**config.mk**
```make
export PLATFORM = sky130hd
export DESIGN_NAME = mp5_stage
export DESIGN_NICKNAME = d
export VERILOG_FILES = /design/src/mp5_pkg.sv /design/src/mp5_stage.sv /design/src/egress_steer.sv /design/src/oldest_select.sv /design/src/ingress_queue.sv
export SDC_FILE = /design/constraint.sdc
export NUM_CORES = 2
export LEC_CHECK = 0
export CAP_MARGIN = 0
export CORE_AREA = 10 10 447 449
export DETAILED_ROUTE_END_ITERATION = 10
export DIE_AREA = 0 0 457 459
export DONT_BUFFER_PORTS = 1
export HOLD_SLACK_MARGIN = 0.03
export PLACE_DENSITY = 0.81
export SLEW_MARGIN = 20
export SYNTH_ARGS = -nofsm -noshare
export SYNTH_HDL_FRONTEND = slang
export SYNTH_SLANG_ARGS = --single-unit
```
**constraint.sdc**
```tcl
create_clock -name clk -period 32.7 [get_ports clk]
set_input_delay 4.905 -clock clk [delete_from_list [all_inputs] [get_ports clk]]
set_output_delay 4.905 -clock clk [all_outputs]
set_load 0.005 [all_outputs]
```
**src/mp5_pkg.sv**
```systemverilog
`default_nettype none

package mp5_pkg;

    // stage geometry
    localparam int NUM_INPUTS    = 4;
    localparam int NUM_PIPELINES = 4;
    localparam int FIFO_DEPTH    = 8;

    // derived widths
    localparam int QID_W  = $clog2(NUM_INPUTS);
    localparam int PIPE_W = $clog2(NUM_PIPELINES);
    localparam int ADDR_W = $clog2(FIFO_DEPTH);

    // wrap of the cycle counter is not handled
    localparam int TS_W      = 32;
    localparam int PAYLOAD_W = 32;

    // arrival time of a packet in a queue
    typedef logic [TS_W-1:0] ts_t;

    // packet as it moves through the stage
    typedef struct packed {
        logic [PAYLOAD_W-1:0] payload;
        // phantom header part
        logic [15:0]          id;
        logic [PIPE_W-1:0]    pipeline;
        logic                 phantom;
    } pkt_t;

    // write command seen by one queue
    typedef enum logic [1:0] {
        op_none   = 2'd0,
        op_push   = 2'd1,
        op_insert = 2'd2
    } wr_op_e;

endpackage

`default_nettype wire
```
**src/mp5_stage.sv**
```systemverilog
`timescale 1ns/100ps
`default_nettype none

module mp5_stage
    import mp5_pkg::*;
(
    input  wire                      clk,
    input  wire                      rst,

    // ingress
    input  wire pkt_t                in_pkt,
    input  wire [QID_W-1:0]          in_qid,
    input  wire                      push,
    output logic                     push_ready,
    input  wire                      insert,
    input  wire [ADDR_W-1:0]         insert_addr,

    // downstream stall
    input  wire                      hold,

    // egress
    output logic [NUM_PIPELINES-1:0] out_valid,
    output pkt_t                     out_pkt [NUM_PIPELINES],

    // where the last phantom landed
    output logic                     phantom_valid,
    output logic [15:0]              phantom_id,
    output logic [ADDR_W-1:0]        phantom_addr
);

    ts_t                 cur_time;
    wr_op_e              q_op      [NUM_INPUTS];
    pkt_t                head_pkt  [NUM_INPUTS];
    ts_t                 head_ts   [NUM_INPUTS];
    logic [ADDR_W-1:0]   tail_addr [NUM_INPUTS];
    logic [NUM_INPUTS-1:0] q_empty;
    logic [NUM_INPUTS-1:0] q_full;
    logic [NUM_INPUTS-1:0] q_pop;
    logic                pop_valid;
    logic [QID_W-1:0]    pop_qid;
    logic                push_acc;

    // free-running timestamp
    always_ff @(posedge clk) begin
        if (rst) begin
            cur_time <= '0;
        end else begin
            cur_time <= cur_time + 1'b1;
        end
    end

    assign push_ready = !q_full[in_qid];
    assign push_acc   = push && push_ready;

    // push wins over insert, even a refused one
    always_comb begin
        for (int i = 0; i < NUM_INPUTS; i++) begin
            q_op[i] = op_none;
            if (in_qid == QID_W'(i)) begin
                if (push_acc) begin
                    q_op[i] = op_push;
                end else if (!push && insert) begin
                    q_op[i] = op_insert;
                end
            end
        end
    end

    for (genvar i = 0; i < NUM_INPUTS; i++) begin : g_queue
        ingress_queue ingress_queue_i (
            .clk         (clk),
            .rst         (rst),
            .op          (q_op[i]),
            .wr_pkt      (in_pkt),
            .wr_ts       (cur_time),
            .insert_addr (insert_addr),
            .pop         (q_pop[i]),
            .head_pkt    (head_pkt[i]),
            .head_ts     (head_ts[i]),
            .tail_addr   (tail_addr[i]),
            .empty       (q_empty[i]),
            .full        (q_full[i])
        );

        // full queue without a pop stays closed next cycle
        full_blocks_push: assert property (
            @(posedge clk) disable iff (rst)
            (q_full[i] && !q_pop[i]) |=> !(push_ready && (in_qid == QID_W'(i)))
        ) else $error("push_ready high for a full queue");
    end

    oldest_select oldest_select_i (
        .head_ts   (head_ts),
        .empty     (q_empty),
        .pop_valid (pop_valid),
        .pop_qid   (pop_qid)
    );

    egress_steer egress_steer_i (
        .clk       (clk),
        .rst       (rst),
        .hold      (hold),
        .pop_valid (pop_valid),
        .pop_qid   (pop_qid),
        .head_pkt  (head_pkt),
        .pop       (q_pop),
        .out_valid (out_valid),
        .out_pkt   (out_pkt)
    );

    // phantom report
    always_ff @(posedge clk) begin
        if (rst) begin
            phantom_valid <= 1'b0;
        end else begin
            phantom_valid <= push_acc && in_pkt.phantom;
        end
    end

    always_ff @(posedge clk) begin
        if (push_acc && in_pkt.phantom) begin
            phantom_id   <= in_pkt.id;
            phantom_addr <= tail_addr[in_qid];
        end
    end

endmodule

`default_nettype wire

```
**src/egress_steer.sv**
```systemverilog
`timescale 1ns/100ps
`default_nettype none

module egress_steer
    import mp5_pkg::*;
(
    input  wire                      clk,
    input  wire                      rst,
    input  wire                      hold,

    // decision from the selector
    input  wire                      pop_valid,
    input  wire [QID_W-1:0]          pop_qid,
    input  wire pkt_t                head_pkt [NUM_INPUTS],

    // back to the queues
    output logic [NUM_INPUTS-1:0]    pop,

    // egress ports
    output logic [NUM_PIPELINES-1:0] out_valid,
    output pkt_t                     out_pkt [NUM_PIPELINES]
);

    logic pop_go;
    pkt_t sel_pkt;

    // downstream stalls the whole stage
    assign pop_go  = pop_valid && !hold;
    assign sel_pkt = head_pkt[pop_qid];

    always_comb begin
        pop          = '0;
        pop[pop_qid] = pop_go;
    end

    always_ff @(posedge clk) begin
        if (rst) begin
            out_valid <= '0;
        end else begin
            out_valid <= '0;
            if (pop_go) begin
                out_valid[sel_pkt.pipeline] <= 1'b1;
            end
        end
    end

    // packet goes to the port named by its pipeline field
    always_ff @(posedge clk) begin
        if (pop_go) begin
            out_pkt[sel_pkt.pipeline] <= sel_pkt;
        end
    end

    one_egress_per_cycle: assert property (
        @(posedge clk) disable iff (rst)
        $onehot0(out_valid)
    ) else $error("more than one egress port valid");

endmodule

`default_nettype wire

```
**src/oldest_select.sv**
```systemverilog
`timescale 1ns/100ps
`default_nettype none

module oldest_select
    import mp5_pkg::*;
(
    input  wire ts_t             head_ts [NUM_INPUTS],
    input  wire [NUM_INPUTS-1:0] empty,
    output logic                 pop_valid,
    output logic [QID_W-1:0]     pop_qid
);

    localparam int NODES = 2 * NUM_INPUTS - 1;

    // heap layout, node k has children 2k+1 and 2k+2
    // leaves sit at NUM_INPUTS-1 upward, left child always holds the lower queues
    wire ts_t             node_ts  [NODES];
    wire                  node_vld [NODES];
    wire [QID_W-1:0]      node_qid [NODES];

    for (genvar i = 0; i < NUM_INPUTS; i++) begin : g_leaf
        assign node_ts[NUM_INPUTS-1+i]  = head_ts[i];
        assign node_vld[NUM_INPUTS-1+i] = !empty[i];
        assign node_qid[NUM_INPUTS-1+i] = QID_W'(i);
    end

    for (genvar k = 0; k < NUM_INPUTS - 1; k++) begin : g_node
        wire take_left;

        // empty side loses, equal times go left
        assign take_left = node_vld[2*k+1] &&
                           (!node_vld[2*k+2] || (node_ts[2*k+1] <= node_ts[2*k+2]));

        assign node_ts[k]  = take_left ? node_ts[2*k+1]  : node_ts[2*k+2];
        assign node_qid[k] = take_left ? node_qid[2*k+1] : node_qid[2*k+2];
        assign node_vld[k] = node_vld[2*k+1] || node_vld[2*k+2];
    end

    // root carries the winner
    assign pop_valid = node_vld[0];
    assign pop_qid   = node_qid[0];

endmodule

`default_nettype wire

```
**src/ingress_queue.sv**
```systemverilog
`timescale 1ns/100ps
`default_nettype none

module ingress_queue
    import mp5_pkg::*;
(
    input  wire               clk,
    input  wire               rst,

    // write side
    input  wire wr_op_e       op,
    input  wire pkt_t         wr_pkt,
    input  wire ts_t          wr_ts,
    input  wire [ADDR_W-1:0]  insert_addr,

    // read side
    input  wire               pop,
    output pkt_t              head_pkt,
    output ts_t               head_ts,

    // status
    output logic [ADDR_W-1:0] tail_addr,
    output logic              empty,
    output logic              full
);

    pkt_t pkt_mem [FIFO_DEPTH];
    ts_t  ts_mem  [FIFO_DEPTH];

    // one extra bit tells full from empty
    logic [ADDR_W:0]   head_ptr;
    logic [ADDR_W:0]   tail_ptr;
    logic [ADDR_W-1:0] head_addr;
    logic              do_push;
    logic              do_pop;

    assign head_addr = head_ptr[ADDR_W-1:0];
    assign tail_addr = tail_ptr[ADDR_W-1:0];

    assign empty = (head_ptr == tail_ptr);
    assign full  = (head_ptr[ADDR_W] != tail_ptr[ADDR_W]) && (head_addr == tail_addr);

    assign do_push = (op == op_push) && !full;
    assign do_pop  = pop && !empty;

    // head is read straight from the array
    assign head_pkt = pkt_mem[head_addr];
    assign head_ts  = ts_mem[head_addr];

    always_ff @(posedge clk) begin
        if (rst) begin
            head_ptr <= '0;
            tail_ptr <= '0;
        end else begin
            if (do_push) begin
                tail_ptr <= tail_ptr + 1'b1;
            end
            if (do_pop) begin
                head_ptr <= head_ptr + 1'b1;
            end
        end
    end

    always_ff @(posedge clk) begin
        case (op)
            op_push: begin
                if (!full) begin
                    pkt_mem[tail_addr] <= wr_pkt;
                    ts_mem[tail_addr]  <= wr_ts;
                end
            end
            op_insert: begin
                // slot keeps its original arrival time
                pkt_mem[insert_addr] <= wr_pkt;
            end
            default: begin
            end
        endcase
    end

    // the top only pushes when the queue reported room
    push_when_full: assert property (
        @(posedge clk) disable iff (rst)
        (op == op_push) |-> !full
    ) else $error("push to a full queue");

    // the selector never picks an empty queue
    pop_when_empty: assert property (
        @(posedge clk) disable iff (rst)
        pop |-> !empty
    ) else $error("pop from an empty queue");

endmodule

`default_nettype wire

```
==> qor.csv <==
metric,value,unit
syn_inst,5194,
critPathMaxFanout,50,
crit_top_cell,buf_4,
rrSetupSlack,20.09,ns
r2r_cells,25,
grt_overflow,0,
syn_avg_cell_area,21.9,µm²
end_kind,flip-flop,
yosysWarnings,0,
remaining_drc_errors,0,
postCtsSetupBuffers,0,
tns,0,ns
clockBufferDepth,4,
cts_max_level,5,
die_w,457,µm
cp_slowest_stage_delay,0.96,ns
ios,290,
cts-resized-gates,0,
portBuffers,0,
min_path_cells,2,
r2r-end,egress_steer_i.out_pkt[78],
numCtsBuffers,299,
drt-initial-drc-count,8704,
syn_area,114000,µm²
setup_ws,20.09,ns
drt_wl_total,313,mm
row_count,161,
die-area,210000,µm²
synth-seq-cells,2960,
final.period_utilization,38.6,%
cts_root_buffer,clkbuf_16,
drive_gt1_share,25.0,%
nets,5532,
p_per_area,62.7,nW/µm²
max_freq,79.3,MHz
pre_cts_ws,20.73,ns
max-cap-violations,0,
wl_per_cell,38.6,µm
setup_viol,0,
cpMaxStageDelayCell,nor3_2,
rsz0062_at_grt,no,
power,7.96,mW
seq_area_frac_synth,77.3,%
clock_skew,0.108,ns
ctsHoldBuffers,0,
place.gp.congestion,0.852,
irDropWorstVdd,50.6,µV
core,191000,µm²
die_h,459,µm
status,finished clean,
cp-start-kind,flip-flop,
crit_required,33.26,ns
antenna_found_initial,7,
syn2layout_area_growth,11.4,%
drv_slew,0,
via_count,58700,
syn_nets,5360,
clk_pin_slew,0.06,ns
cts.sinks,2960,
start_util,59.6,%
dp_hpwl,153,mm
track_usage,29.6,%
min_path_type,reg -> reg,
grt_pass1_wl,445,mm
cts_tree,built,
crit_buf_inv,8,
vias_per_cell,7.23,
synth_edf_count,2879,
maxSlewHeadroom,18.9,%
crit_family,buffers and inverters,
antenna_left,0,
synthArstFlopShare,0,%
drt-pass1-iter-count,5,
worst_slew_pin_slew,1.22,ns
synth_ff_type,edfxtp_1,
ys_types,62,
finalCriticalPeriod,12.61,ns
path_class,reg -> reg,
min_from,g_queue[1].ingress_queue_i.tail_ptr[3],
worst_hold_path.endpoint,g_queue[1].ingress_queue_i.tail_ptr[3],
hold_violations,0,
grt_max_degree,88,
leakage,39.0,nW
clk_latency,0.98,ns
grt_pass1_vias,60800,
arrival,13.17,ns
## report_power, final
part	total (mW)	internal, mW	switching, mW
logic	0.398	0.135	0.263
clock network	3.31	1.88	1.43
registers	4.25	4.22	0.0315
total	7.96	6.23	1.73
## flip-flops by register name, indices dropped and copies added, names as in the netlist, named ones only
register and cells:
phantom_addr 3, egress_steer_i.out_pkt 204, g_queue.ingress_queue_i.head_ptr 16, phantom_id 16, g_queue.ingress_queue_i.tail_ptr 16, g_queue.ingress_queue_i.ts_mem 1024, phantom_valid 1, cur_time 32
g_queue.ingress_queue_i.pkt_mem 1632, egress_steer_i.out_valid 4
## how the worst max path moves through the flow
| stage | cells after the start | endpoint | from | slack [ns] |
|---|---|---|---|---|
| after detailed placement | 25 | egress_steer_i.out_pkt[79] | flip-flop | 20.73 |
| final | 25 | egress_steer_i.out_pkt[78] | flip-flop | 20.09 |
| after global routing | 25 | egress_steer_i.out_pkt[75] | flip-flop | 19.83 |
| after global placement | 25 | egress_steer_i.out_pkt[75] | flip-flop | 20.91 |
| after floorplan | 7 | g_queue[1].ingress_queue_i.pkt_mem[0][0] | in_qid[1] | 21.70 |
| after CTS | 25 | egress_steer_i.out_pkt[52] | flip-flop | 20.13 |
## per-stage QoR
stage	hold WS (ns)	area, µm²	util (%)	cells
after CTS	0.542	127000	66.4	8106
after floorplan	0.498	114000	-	5194
after global placement	0.515	118000	61.6	7590
after global routing	0.566	127000	66.4	8108
final	0.549	127000	66.4	8112
after detailed placement	0.522	118000	61.6	7590
## logic make-up after synthesis
group           share of synthesized area, %
flops                                   77.3
mux                                     16.2
simple gates                            1.87
compound gates                          2.01
buf+inv                                 1.07
fa+ha+maj                               1.15
xor+xnor                               0.469
## layout make-up
cell class / instances / area [µm²]
well taps: 2526 / 3160
clock buffers: 385 / 8070
repair buffers: 127 / 993
inverters: 42 / 159
clock inverters: 131 / 1100
multi-input cells: 1936 / 25300
flip-flops and latches: 2960 / 88100
fillers: 10800 / 64200
diodes: 5 / 12.5
## per-layer routing
metal	global-route usage (%)	vias to the layer above	part of all wire [%]
li1	-	22000	-
met1	36.6	30100	31
met2	48.0	5309	49
met3	8.32	1235	14
met4	15.6	4	6.3
met5	0	-	0.0061
## placed cells by master, fill, tap and decap left out, types with 15 or more instances in the layout
cell type     n
xor2_1       35
clkbuf_16   308
a21o_1       55
mux4_2      668
dfxtp_2      15
nand3_1      28
nand4_1      35
nor2_4       24
o22ai_4      18
dfxtp_1      54
inv_1        38
nand2b_1     24
a21oi_1     130
ha_1        105
clkinv_2     43
o22ai_1      50
nor2b_1      61
nand2_1      49
clkbuf_1     70
mux2_2      100
bufinv_16    18
nor2_1      113
clkinv_1     56
buf_4       123
o21ai_0      25
mux2i_1     225
edfxtp_1   2879
a211oi_1     51
xnor2_1      26
## synthesized netlist by cell type (35+ instances only)
cell / instances / share of area, %
mux2i_1: 225 / 2.0
ha_1: 105 / 1.2
mux4_2: 668 / 13
a21o_1: 55 / 0.36
buf_2: 73 / 0.32
a21oi_1: 133 / 0.58
mux2_2: 100 / 0.99
dfxtp_1: 81 / 1.4
nand2_1: 51 / 0.17
edfxtp_1: 2879 / 76
o22ai_1: 68 / 0.37
a211oi_1: 51 / 0.34
xor2_1: 35 / 0.27
inv_1: 41 / 0.14
nor2b_1: 61 / 0.33
nor2_1: 137 / 0.45
nand4_1: 35 / 0.19
clkbuf_1: 163 / 0.54
## tightest hold or removal path, delay by kind of cell, from the launching register on
| family | cells | cell delay [ns] |
|---|---|---|
| flip-flops | 1 | 0.36 |
| XOR/XNOR | 1 | 0.08 |
| AND/OR/NAND/NOR | 1 | 0.07 |
Power figures use the tool's default switching activity.
